File: config.mk
export PLATFORM = sky130hd
export DESIGN_NAME = subSysCtrl
export DESIGN_NICKNAME = d
export VERILOG_FILES = /design/src/rtl/subBusPkg.sv /design/src/rtl/subCtrlPkg.sv /design/src/rtl/accessStage.sv /design/src/rtl/addrDecode.sv /design/src/rtl/busPhaseGen.sv /design/src/rtl/irqWatchdog.sv /design/src/rtl/subSysCtrl.sv
export SDC_FILE = /design/constraint.sdc
export NUM_CORES = 1
export LEC_CHECK = 0
export CAP_MARGIN = 30
export CORE_MARGIN = 2
export CORE_UTILIZATION = 50
export DETAILED_ROUTE_END_ITERATION = 16
export DONT_BUFFER_PORTS = 1
export GPL_ROUTABILITY_DRIVEN = 0
export GPL_TIMING_DRIVEN = 0
export SLEW_MARGIN = 30
export SYNTH_ARGS = -nofsm -noshare
export SYNTH_HDL_FRONTEND = slang
export SYNTH_HIERARCHICAL = 1
export SYNTH_SLANG_ARGS = --single-unit
File: constraint.sdc
create_clock -name CLK_6M -period 2.6 [get_ports CLK_6M]
set_clock_uncertainty 0.05 [all_clocks]
set_input_delay 0.65 -clock CLK_6M [delete_from_list [all_inputs] [get_ports CLK_6M]]
set_output_delay 0.65 -clock CLK_6M [all_outputs]
set_load 0.02 [all_outputs]
File: src/rtl/subBusPkg.sv
`default_nettype none

package subBusPkg;

	////////////////////
	// Wishbone request
	////////////////////

	// One transfer as seen on the CPU side
	typedef struct packed {
		logic [15:0] adr;
		logic [7:0]  datW;
		logic        we;
	} busRequest;

	////////////////////
	// Address regions
	////////////////////

	// Region picked by the address map
	// none covers unmapped reads and writes
	typedef enum logic [3:0] {
		scr0,
		scr1,
		obj,
		snd,
		sPgm,
		mPgm,
		tileBank,
		lth0,
		lth1,
		lth2,
		irqAck,
		wdKick,
		none
	} busRegion;

	// Request with its region, handed from stage 1 to stage 2
	typedef struct packed {
		busRequest req;
		busRegion  region;
	} decodedReq;

	// Active-high chip selects to the external devices
	typedef struct packed {
		logic scr0;
		logic scr1;
		logic obj;
		logic snd;
		logic sPgm;
		logic mPgm;
		// Data buffer enable for the video and sound side
		logic bufEn;
	} extSelect;

	// Regions backed by a device outside the controller
	function automatic logic isExternal(busRegion region);
		return region inside {scr0, scr1, obj, snd, sPgm, mPgm};
	endfunction

endpackage

`default_nettype wire

File: src/rtl/subCtrlPkg.sv
`default_nettype none

package subCtrlPkg;

	////////////////////
	// Latch geometry
	////////////////////

	// Low address bits that pick one of the scroll/priority bytes
	localparam int latchIndexWidth = 3;

	// Bytes per scroll latch bank
	localparam int latchCount = 1 << latchIndexWidth;

	////////////////////
	// Video control
	////////////////////

	// Write-only latches seen by the video hardware
	// lth0 at 9000h, lth1 at 9400h
	// bytes 3 of each bank carry the ROM bank selects
	typedef struct packed {
		// Scroll and priority for layers 0 and 1
		logic [latchCount-1:0][7:0] lth0;
		// Scroll and priority for layers 2 and 3
		logic [latchCount-1:0][7:0] lth1;
		// Background colour at A000h
		logic [7:0]                 backColor;
		// Tile bank byte at 8800h
		logic [7:0]                 tileBank;
	} videoCtrl;

endpackage

`default_nettype wire

File: src/rtl/accessStage.sv
`timescale 1ns/1ps
`default_nettype none

module accessStage (
	input  logic                 CLK_6M,
	input  logic                 rst,
	input  subBusPkg::decodedReq req,
	input  logic                 valid,
	input  logic [7:0]           extDatR,
	output logic [7:0]           datR,
	output logic                 ack,
	output subBusPkg::extSelect  extSel,
	output subCtrlPkg::videoCtrl video,
	output logic                 done,
	output subBusPkg::busRegion  doneRegion
);

	// Byte within the lth0 or lth1 bank
	logic [subCtrlPkg::latchIndexWidth-1:0] latchIndex;

	// Latch write strobe for this cycle
	logic latchWrite;

	// Read served by an external device
	logic extRead;

	assign latchIndex = req.req.adr[subCtrlPkg::latchIndexWidth-1:0];
	assign latchWrite = valid && req.req.we;
	assign extRead    = !req.req.we && subBusPkg::isExternal(req.region);

	////////////////////
	// Chip selects
	////////////////////

	// Live only while the request is valid
	always_comb begin
		extSel = '0;
		if (valid) begin
			case (req.region)
				subBusPkg::scr0: extSel.scr0 = 1'b1;
				subBusPkg::scr1: extSel.scr1 = 1'b1;
				subBusPkg::obj:  extSel.obj  = 1'b1;
				subBusPkg::snd:  extSel.snd  = 1'b1;
				subBusPkg::sPgm: extSel.sPgm = 1'b1;
				subBusPkg::mPgm: extSel.mPgm = 1'b1;
				default: ;
			endcase
		end
		// Buffer follows the video and sound selects
		extSel.bufEn = extSel.scr0 | extSel.scr1 | extSel.obj | extSel.snd;
	end

	////////////////////
	// Video latches
	////////////////////

	always_ff @(posedge CLK_6M) begin
		if (rst) begin
			video <= '0;
		end else if (latchWrite) begin
			case (req.region)
				subBusPkg::lth0:     video.lth0[latchIndex] <= req.req.datW;
				subBusPkg::lth1:     video.lth1[latchIndex] <= req.req.datW;
				subBusPkg::lth2:     video.backColor        <= req.req.datW;
				subBusPkg::tileBank: video.tileBank         <= req.req.datW;
				default: ;
			endcase
		end
	end

	////////////////////
	// Response
	////////////////////

	// Read data sampled at the end of the select cycle
	// Unmapped or internal reads float high
	always_ff @(posedge CLK_6M) begin
		if (valid) begin
			datR       <= extRead ? extDatR : 8'hFF;
			doneRegion <= req.region;
		end
	end

	// One-cycle ack, since valid never lasts longer
	always_ff @(posedge CLK_6M) begin
		if (rst)
			ack <= 1'b0;
		else
			ack <= valid;
	end

	// Stage 1 and the IRQ block see completion with the ack
	assign done = ack;

endmodule

`default_nettype wire

File: src/rtl/addrDecode.sv
`timescale 1ns/1ps
`default_nettype none

module addrDecode (
	input  logic                 CLK_6M,
	input  logic                 rst,
	input  logic                 cyc,
	input  logic                 stb,
	input  logic                 we,
	input  logic [15:0]          adr,
	input  logic [7:0]           datW,
	input  logic                 done,
	output subBusPkg::decodedReq req,
	output logic                 valid
);

	// Request outstanding until stage 2 answers
	logic held;

	// Blocks a second capture while stb stays high
	logic waitStb;

	// New transfer accepted this edge
	logic capture;

	subBusPkg::busRequest request;

	////////////////////
	// Address map
	////////////////////

	// Priority order matters
	// Sound RAM window sits inside the sprite RAM range and wins
	function automatic subBusPkg::busRegion decodeRegion(logic [15:0] a, logic wr);
		if (a[15:10] == 6'b010000)
			return subBusPkg::snd;
		else if (a[15:13] == 3'b000)
			return subBusPkg::scr0;
		else if (a[15:13] == 3'b001)
			return subBusPkg::scr1;
		else if (a[15:13] == 3'b010)
			return subBusPkg::obj;
		else if (a[15:13] == 3'b011)
			return subBusPkg::sPgm;
		// Write-only control space in the program ROM range
		else if (wr && a[15:10] == 6'b100000)
			return subBusPkg::wdKick;
		else if (wr && a[15:10] == 6'b100001)
			return subBusPkg::irqAck;
		else if (wr && a[15:11] == 5'b10001)
			return subBusPkg::tileBank;
		else if (wr && a[15:10] == 6'b100100)
			return subBusPkg::lth0;
		else if (wr && a[15:10] == 6'b100101)
			return subBusPkg::lth1;
		else if (wr && a[15:10] == 6'b101000)
			return subBusPkg::lth2;
		// Reads anywhere else in the top half hit the main program ROM
		else if (!wr && a[15])
			return subBusPkg::mPgm;
		else
			return subBusPkg::none;
	endfunction

	// Bundle the Wishbone inputs
	assign request = '{adr: adr, datW: datW, we: we};

	// Only one transfer in flight
	assign capture = cyc && stb && !held && !waitStb;

	////////////////////
	// Request register
	////////////////////

	always_ff @(posedge CLK_6M) begin
		if (capture) begin
			req.req    <= request;
			req.region <= decodeRegion(adr, we);
		end
	end

	always_ff @(posedge CLK_6M) begin
		if (rst) begin
			valid   <= 1'b0;
			held    <= 1'b0;
			waitStb <= 1'b0;
		end else begin
			// Single-cycle hand-off to stage 2
			valid <= capture;
			if (capture)
				held <= 1'b1;
			else if (done)
				held <= 1'b0;
			// Re-arm only once the master drops stb
			if (capture)
				waitStb <= 1'b1;
			else if (!stb)
				waitStb <= 1'b0;
		end
	end

endmodule

`default_nettype wire

File: src/rtl/busPhaseGen.sv
`timescale 1ns/1ps
`default_nettype none

module busPhaseGen (
	input  logic CLK_6M,
	input  logic rst,
	input  logic clk2H,
	output logic mq,
	output logic me,
	output logic subE,
	output logic subQ
);

	// First stage samples 2H and its complement
	// Bit 1 true phase, bit 0 inverted phase
	logic [1:0] stageQ;

	// Second stage is the first one a clock later
	logic [1:0] stageE;

	////////////////////
	// Delay chain
	////////////////////

	always_ff @(posedge CLK_6M) begin
		if (rst) begin
			// All phases idle low
			stageQ <= 2'b00;
			stageE <= 2'b00;
		end else begin
			stageQ <= {clk2H, ~clk2H};
			// One CLK_6M behind the Q pair
			stageE <= stageQ;
		end
	end

	// Main CPU Q and E
	assign mq   = stageQ[1];
	assign me   = stageE[1];

	// Sub CPU runs on the complements
	assign subQ = stageQ[0];
	assign subE = stageE[0];

endmodule

`default_nettype wire

File: src/rtl/irqWatchdog.sv
`timescale 1ns/1ps
`default_nettype none

module irqWatchdog #(
	parameter int watchdogWidth = 4
) (
	input  logic                CLK_6M,
	input  logic                rst,
	input  logic                vblankN,
	input  logic                done,
	input  subBusPkg::busRegion doneRegion,
	output logic                irqN,
	output logic                resetOutN
);

	// Two sync flops plus one for edge detection
	logic [2:0] vblankSync;

	// Start of vertical blank
	logic vblankFall;

	// Frames since the last kick
	logic [watchdogWidth-1:0] frameCount;

	logic ackWrite;
	logic kickWrite;

	////////////////////
	// VBLANK edge
	////////////////////

	always_ff @(posedge CLK_6M) begin
		// Idle high so reset gives no false edge
		if (rst)
			vblankSync <= 3'b111;
		else
			vblankSync <= {vblankSync[1:0], vblankN};
	end

	assign vblankFall = vblankSync[2] && !vblankSync[1];

	// Completed writes that touch this block
	assign ackWrite  = done && doneRegion == subBusPkg::irqAck;
	assign kickWrite = done && doneRegion == subBusPkg::wdKick;

	////////////////////
	// Interrupt
	////////////////////

	always_ff @(posedge CLK_6M) begin
		if (rst)
			irqN <= 1'b1;
		else if (vblankFall)
			// A new frame beats a late ack
			irqN <= 1'b0;
		else if (ackWrite)
			irqN <= 1'b1;
	end

	////////////////////
	// Watchdog
	////////////////////

	always_ff @(posedge CLK_6M) begin
		if (rst)
			frameCount <= '0;
		else if (kickWrite)
			frameCount <= '0;
		else if (vblankFall && !(&frameCount))
			// Holds at all ones
			frameCount <= frameCount + 1'b1;
	end

	// Top bit trips after half the counter range
	assign resetOutN = !frameCount[watchdogWidth-1];

endmodule

`default_nettype wire

File: src/rtl/subSysCtrl.sv
`timescale 1ns/1ps
`default_nettype none

module subSysCtrl #(
	// Frame counter width, resets after 2^(width-1) frames
	parameter int watchdogWidth = 4
) (
	input  logic                 CLK_6M,
	input  logic                 rst,
	// Wishbone classic slave
	input  logic                 cyc,
	input  logic                 stb,
	input  logic                 we,
	input  logic [15:0]          adr,
	input  logic [7:0]           datW,
	output logic [7:0]           datR,
	output logic                 ack,
	// External devices
	input  logic [7:0]           extDatR,
	output subBusPkg::extSelect  extSel,
	output subCtrlPkg::videoCtrl video,
	// Timing
	input  logic                 clk2H,
	input  logic                 vblankN,
	output logic                 mq,
	output logic                 me,
	output logic                 subE,
	output logic                 subQ,
	output logic                 irqN,
	output logic                 resetOutN
);

	// Stage 1 to stage 2
	subBusPkg::decodedReq req;
	logic                 valid;

	// Completion from stage 2
	logic                 done;
	subBusPkg::busRegion  doneRegion;

	////////////////////
	// CPU clock phases
	////////////////////

	busPhaseGen phaseGen (
		.CLK_6M (CLK_6M),
		.rst    (rst),
		.clk2H  (clk2H),
		.mq     (mq),
		.me     (me),
		.subE   (subE),
		.subQ   (subQ)
	);

	////////////////////
	// Bus pipeline
	////////////////////

	addrDecode decodeStage (
		.CLK_6M (CLK_6M),
		.rst    (rst),
		.cyc    (cyc),
		.stb    (stb),
		.we     (we),
		.adr    (adr),
		.datW   (datW),
		.done   (done),
		.req    (req),
		.valid  (valid)
	);

	accessStage access (
		.CLK_6M     (CLK_6M),
		.rst        (rst),
		.req        (req),
		.valid      (valid),
		.extDatR    (extDatR),
		.datR       (datR),
		.ack        (ack),
		.extSel     (extSel),
		.video      (video),
		.done       (done),
		.doneRegion (doneRegion)
	);

	////////////////////
	// IRQ and watchdog
	////////////////////

	irqWatchdog #(
		.watchdogWidth (watchdogWidth)
	) irqWd (
		.CLK_6M     (CLK_6M),
		.rst        (rst),
		.vblankN    (vblankN),
		.done       (done),
		.doneRegion (doneRegion),
		.irqN       (irqN),
		.resetOutN  (resetOutN)
	);

endmodule

`default_nettype wire

# --- Word level (Yosys, flattened, before mapping) ---
# Index checks and enable logic that the tools add are counted.
op_classes:
  n_addsub: 1
  n_lt_le_gt_ge: 2
  eq_ne: 22
  muxes: 28
  bitwise_logic: 4
  reduce_logical: 37
ops:
  columns: ["op", "count"]
  rows:
  - ["64-bit bitwise mux", 2]
  - ["6-bit equality test, second input constant", 5]
  - ["4-bit 2-to-1 mux", 7]
  - ["8-bit demux with 3-bit select", 1]
  - ["1-bit logical AND", 17]
  - ["4-bit by 3-bit equality test with 1-bit output, second input constant", 4]
  - ["4-bit equality test, second input constant", 4]
  - ["1-bit 2-to-1 mux", 12]
  - ["4-bit by 2-bit equality test with 1-bit output, second input constant", 2]
  - ["8-bit 2-to-1 mux", 1]
  - ["2-bit AND reduction", 4]
  - ["1-bit zero test", 7]
  - ["3-bit by 2-bit equality test with 1-bit output, second input constant", 2]
  - ["6-bit by 5-bit equality test with 1-bit output, second input constant", 1]
  - ["2-bit 2-to-1 mux", 3]
  - ["6-bit 2-to-1 mux", 1]
  - ["6-bit nonzero test", 1]
  - ["5-bit equality test, second input constant", 1]
  - ["5-bit OR reduction", 1]
  - ["4-bit by 1-bit adder with 4-bit output, second input constant", 1]
  - ["4-bit by 1-bit equality test with 1-bit output, second input constant", 1]
  - ["4-bit zero test", 1]
  - ["3-bit by 4-bit less-than comparator with 1-bit output, second input constant", 1]
  - ["4-bit AND reduction", 1]
  - ["other kinds (10)", 13]
word_totals:
  reg_bits: 188
  input_bits: 39
  out_inout_bits: 166
  word_cells: 129

# --- Logic depth before layout (Yosys ltp) ---
# Gate-level depths: netlist of the first run.
depth:
  ltp_word: 13
  ltp_mapped: 6
  ltp_nobuf: 4

# --- Modules after synthesis ---
# Netlist of the first run, hierarchy kept.
modules_own_cells:
  columns: ["module", "instances", "cells_each", "area_each_um2"]
  rows:
  - ["accessStage", 1, 572, 6459.9]
  - ["addrDecode", 1, 60, 1099.8]
  - ["irqWatchdog", 1, 34, 342.8]
  - ["busPhaseGen", 1, 8, 105.1]

# --- Worst setup path after synthesis of the first run ---
# OpenSTA, ideal clock, no wires.
synth_path:
  path_kind: "register to output"
  from: "register decodeStage.valid"
  to: "output port extSel[6] (netlist name)"
  t_arrival_ns: 1.624
  path_slack_ns: 0.276
  stages_incl_launch_ff: 3
  n_path_buf: 0
  cell_sequence: "dfxtp_1 -> or3b_2 -> nor3_1"
synth_lines:
  columns: ["element", "line", "rtl"]
  rows:
  - ["from (decl)", "addrDecode.sv:14", "output logic valid"]
  - ["from (signal assigned)", "addrDecode.sv:89", "valid <= capture;"]
  - ["to (decl)", "subSysCtrl.sv:20", "output subBusPkg::extSelect extSel,"]

==> impl_metrics.csv, run 1 <==
group,metric,value,unit
run_status,status,"complete, no violations",
grt,grt_pass1_vias,5100,
critical_path,path_class,"reg -> out",
power_and_ir_drop,pwr-share-clk,0.457,
timing,fin_ws,102.8,ps
timing,fmaxAchievable,400.4,MHz
grt,grt_max_degree,20,
timing,worst_slew_pin_slew,787.6,ps
critical_path,path_cells,"or3b_2, inv_2, and3_2",
layout,layout.nets,725,
critical_path,worstSetupEndpointType,"primary output",
detailed_routing,wirelength,18620,µm
synthesis,syn_nets,701,
cts,cts_root_buf,"clkbuf_16",
synthesis,synthCells,661,
critical_path,cp_slowest_cell,"or3b_2",
cts,h-tree-depth,4,
die,die_y,127.4,µm
power_and_ir_drop,power,5.969,mW
critical_path,arrival,1800,ps
layout,fin_util,0.5680,
die,io_pins,205,
layout,multi_input_area,0.003286,mm²
cts,cts_sinks,188,
die,start_util,0.5067,
placement,place_inst,849,
layout,nFillCells,1271,
power_and_ir_drop,seq_power_share,0.504,
grt,grt.busiest_layer,"met2",
critical_path,cp.buffers_inverters,1,
power_and_ir_drop,power_density,699.0,mW/mm²
die,die_x,127.4,µm
placement,pre_cts_slack,67.25,ps
synthesis,syn_area,0.007617,mm²
detailed_routing,routed_via_density,5.533,
grt,grt_use_total,0.2331,
die,rows,45,
grt,use_met1,0.2695,
die,dieArea,0.01624,mm²
timing,period_minus_slack,2497,ps
detailed_routing,drt_iter0_markers,176,
cts,clkSlewWorstSetupHoldPaths,60,ps
synthesis,ys_warn_count,6,
detailed_routing,drc,0,
power_and_ir_drop,p_sw_frac,0.2107,
timing,slew_headroom,0.4749,
placement,io_buffers,0,
grt,grtUsageMet2,0.3948,
timing,fin_crit_sh,0.9605,
timing,slew_viol_final,0,
power_and_ir_drop,ir_drop,0.4414,mV
detailed_routing,wl_per_cell,20.99,µm
power_and_ir_drop,p_leak,3.712,nW
detailed_routing,drt-pass1-iter-count,4,
critical_path,slowest_delay,550,ps
critical_path,path_max_fanout,4,
grt,grt_pass1_wl,28720,µm
power_and_ir_drop,power_switching,1.258,mW
critical_path,start_kind,"flop",
grt,antenna_found_initial,3,
run,cap_violations,0,
layout,mostFrequentLayoutCells,"dfxtp_1 (159), nand2b_1 (146), mux2i_1 (129)",
timing,grt_setup_unrepaired,"no",
power_and_ir_drop,combinationalPowerShare,0.039,
detailed_routing,via_count,4908,
timing,final-hold-violation-count,0,
synthesis,syn_avg_cell_area,11.52,µm²
layout,area_growth_syn_to_layout,12.09,%
cts,cts_made_buffers,17,
cts,cts_buffer_depth,2,
grt,gr-total-overflow,0,
worst_hold_path,hold_class,"in -> reg",
layout,drive_gt1_frac,0.1205,
detailed_routing,drtAntennaViolNets,0,
power_and_ir_drop,p_int,4.711,mW
critical_path,cp_top_family,"simple AND/OR/NAND/NOR gates",
layout,final_common_cell,"dfxtp_1",
timing,setup_violations,0,
critical_path,cp_data_required_time,1900,ps
cts,clock_latency,430,ps
layout,regArea,0.004048,mm²
cts,cts_tree,"yes",
placement,dpl.hpwl,13420,µm
timing,fin_setup_tns,0,ps
die,coreArea,0.01503,mm²
layout,layoutNonFillerInstCount,887,
grt,met3_usage,0.08961,
==> repair_timing <==
action                                  CTS  global route
setup buffers                             0             5
pin swaps                                 0             0
hold buffers                              0             0
gates resized for setup                   5             0
endpoints found under the setup margin    6             1
==> final timing paths <==
path                                                        from                              to  slack [ps]  depth (start not counted)
worst max-delay path            decodeStage/req[2]$_SDFFCE_PP0P_                       extSel[3]         100                          3
worst min-delay path                                         rst   phaseGen/stageQ[1]$_SDFF_PP0_         230                          1
worst max register to register     decodeStage/req[11]$_DFFE_PP_   access/video[70]$_SDFFE_PP0P_         670                          4
worst min register to register    irqWd/vblankSync[0]$_SDFF_PP1_  irqWd/vblankSync[1]$_SDFF_PP1_         370                          1
==> flip-flops by register name, summed over array words and instances (netlist names) <==
| name | flops |
|---|---|
| access/ack | 1 |
| access/datR | 8 |
| access/doneRegion | 4 |
| access/video | 144 |
| decodeStage/held | 1 |
| decodeStage/req | 16 |
| decodeStage/valid | 1 |
| decodeStage/waitStb | 1 |
| irqWd/frameCount | 4 |
| irqWd/irqN | 1 |
| irqWd/vblankSync | 3 |
| phaseGen/stageE | 2 |
| phaseGen/stageQ | 2 |
==> through the flow <==
| stage | instance area [µm²] | hold slack, ps |
|---|---|---|
| finish | 8538 | 232.4 |
| floorplan | 7617 | 333.2 |
| detailed placement | 7853 | 366.6 |
| global placement | 7853 | 336.5 |
| CTS | 8491 | 215.7 |
| global route | 8538 | 223.0 |
==> power by group through the flow <==
stage	clock [mW]	sequential [mW]	combinational (mW)
6_report	2.73	3.01	0.234
5_1_grt	2.86	3.01	0.255
4_1_cts	2.76	3.01	0.226
3_5_place_dp	0	3.08	0.225
3_3_place_gp	0	3.08	0.218
2_1_floorplan	0	3.07	0.164
==> per-layer routing <==
layer / share of wire / vias up
li1: - / 2313
met1: 0.40 / 2405
met2: 0.49 / 161
met3: 0.084 / 29
met4: 0.020 / 0
met5: 0 / -
==> layout make-up <==
type,count,area share
plain buffers,51,0.03283
clock inverters,9,0.01553
clock buffers,22,0.05803
diodes,2,0.0005862
flip-flops and latches,188,0.4741
multi-input cells,417,0.3848
inverters,5,0.002198
well taps,188,0.02755
repair buffers,5,0.004396
Power figures use the tool's default switching activity.
==> run 2, diff against run 1 <==
ABC_AREA = 1   (was default)
==> run 2 against run 1 <==
Compared with the run above:
- cell area fell by 0.26%
- hold slack got worse by 3.5 ps
- critical path depth fell by 1
- flip-flop and latch count did not move
==> impl_metrics.csv, run 2 <==
group,metric,value,unit
layout,top_regs,"access/video x144, decodeStage/req x16, access/datR x8",
run_status,status,"complete, no violations",
cts,cts_root_buf,"clkbuf_16",
synthesis,syn_nets,1052,
critical_path,path_max_fanout,16,
critical_path,cp_data_required_time,1900,ps
critical_path,ff2ff_path_depth,8,
die,io_pins,205,
timing,whs,228.8,ps
grt,gr-total-overflow,0,
cts,cts_sinks,188,
synthesis,ys_warn_count,6,
cts,ctsHoldBuffers,0,
cts,h-tree-depth,4,
grt,grt.busiest_layer,"met2",
timing,fin_crit_sh,0.9431,
power_and_ir_drop,power_density,679.3,mW/mm²
detailed_routing,drt-pass1-iter-count,5,
die,dieArea,0.01639,mm²
detailed_routing,wl_per_cell,16.49,µm
timing,slew_headroom,0.4436,
critical_path,r2r_slack,280,ps
detailed_routing,wirelength,20350,µm
die,die_y,128.0,µm
layout,drive_gt1_frac,0.1071,
grt,antenna_found_initial,0,
power_and_ir_drop,ir_drop,0.5163,mV
grt,grt_pass1_vias,5639,
timing,fin_ws,148.0,ps
layout,multi_input_area,0.003184,mm²
layout,largest_register_ffs,144,
run,cap_violations,0,
critical_path,path_class,"reg -> out",
worst_hold_path,hold_class,"in -> reg",
grt,met3_usage,0.09891,
layout,nFillCells,1465,
layout,layout.nets,1073,
placement,placed_area,0.007928,mm²
critical_path,worstSetupEndpointType,"primary output",
critical_path,arrival,1750,ps
grt,grt_max_degree,18,
layout,fin_util,0.5643,
placement,pre_cts_slack,195.0,ps
die,die_x,128.0,µm
cts,cts_tree,"yes",
detailed_routing,drtAntennaViolNets,0,
layout,mostFrequentLayoutCells,"nor2_1 (320), nand2_1 (186), dfxtp_1 (160)",
placement,io_buffers,0,
timing,grt_setup_unrepaired,"no",
critical_path,r2r-end,"access/video[72]$_SDFFE_PP0P_",
critical_path,crit_start,"decodeStage/valid$_SDFF_PP0_",
layout,insertedDiodeCount,0,
grt,grt_pass1_wl,31240,µm
timing,slew_viol_final,0,
die,rows,45,
layout,area_growth_syn_to_layout,10.70,%
die,coreArea,0.01509,mm²
detailed_routing,drc,0,
critical_path,crit_end,"extSel[3]",
grt,grt_use_total,0.2513,
synthesis,syn_avg_cell_area,7.601,µm²
cts,clkSlewWorstSetupHoldPaths,70,ps
grt,grtUsageMet2,0.3910,
detailed_routing,routed_via_density,5.133,
synthesis,synthCells,1012,
layout,top_register,"access/video",
timing,setup_violations,0,
power_and_ir_drop,p_leak,3.669,nW
layout,postLayoutCellArea,0.008516,mm²
layout,regArea,0.004044,mm²
synthesis,syn_area,0.007692,mm²
timing,period_minus_slack,2452,ps
critical_path,start_kind,"flop",
detailed_routing,drt_iter0_markers,407,
grt,use_met1,0.3298,
timing,final-hold-violation-count,0,
detailed_routing,via_count,6334,
timing,worst_slew_pin_slew,834.5,ps
cts,cts_buffer_depth,2,
timing,fmaxAchievable,407.8,MHz
placement,dpl.hpwl,14390,µm
cts,clock_latency,430,ps
die,start_util,0.5098,
critical_path,r2r_start,"decodeStage/valid$_SDFF_PP0_",
cts,cts_made_buffers,17,
layout,final_common_cell,"nor2_1",
## run 2: cell types whose count changed in the layout (fill, tap and decap cells not counted), sizes merged, moves of 7 or more
cell | before | now
a21oi | 22 | 7
buf | 24 | 32
clkbuf | 54 | 36
inv | 6 | 75
mux2i | 129 | 0
nand2 | 1 | 188
nand2b | 147 | 0
nand3 | 30 | 81
nand4 | 4 | 53
nor2 | 10 | 346
nor2b | 10 | 0
or2 | 3 | 10
## run 2: routing by layer
layer | share of wire | up-vias
met3 | 0.092 | 18
met1 | 0.44 | 2883
met4 | 0.010 | 0
met5 | 0 | -
met2 | 0.46 | 187
li1 | - | 3246
## run 2: worst min-delay path by stage
stage | start | end | slack (ps) | cells past startpoint
6_report | rst | phaseGen/stageQ[0]$_SDFF_PP0_ | 230 | 1
5_1_grt | rst | phaseGen/stageQ[0]$_SDFF_PP0_ | 210 | 1
4_1_cts | rst | phaseGen/stageQ[0]$_SDFF_PP0_ | 210 | 1
3_5_place_dp | irqWd/vblankSync[0]$_SDFF_PP1_ | irqWd/vblankSync[1]$_SDFF_PP1_ | 340 | 1
3_3_place_gp | irqWd/vblankSync[0]$_SDFF_PP1_ | irqWd/vblankSync[1]$_SDFF_PP1_ | 340 | 1
2_1_floorplan | irqWd/vblankSync[0]$_SDFF_PP1_ | irqWd/vblankSync[1]$_SDFF_PP1_ | 330 | 1
## run 2: repair_timing
| item | 4_1_cts | 5_1_grt |
|---|---|---|
| gates cloned | 0 | 0 |
| buffers inserted | 0 | 2 |
| pin swaps | 0 | 1 |
| setup endpoints to repair | 2 | 2 |
| gates resized for setup | 2 | 3 |
## run 2: critical path, cell delays in order, from the launching register on
cell and delay, ps:
dfxtp_1 710, nand2_1 240, nor2_1 360
## run 2: stage by stage
| step | TNS, ps | power [mW] | instances |
|---|---|---|---|
| final | 0 | 5.784 | 1234 |
| after global routing | 0 | 5.996 | 1234 |
| after CTS | -63.37 | 5.824 | 1232 |
| after detailed placement | 0 | 3.347 | 1200 |
| after global placement | 0 | 3.347 | 1200 |
| after floorplan | 0 | 3.264 | 1012 |
## run 2: layout make-up
class / count / share of cell area
buffer: 49 / 0.02498
clock buffer: 17 / 0.04996
clock inverter: 15 / 0.01602
tap: 188 / 0.02762
sequential: 188 / 0.4749
timing repair buffer: 2 / 0.001763
inverter: 70 / 0.03086
multi-input combinational: 705 / 0.3739
## run 2: where the power goes
part	switching, mW	leakage [nW]	internal (mW)	total (mW)
clock network	1.16	0.277	1.33	2.50
logic	0.201	1.85	0.0665	0.268
registers	0.0380	1.54	2.98	3.02
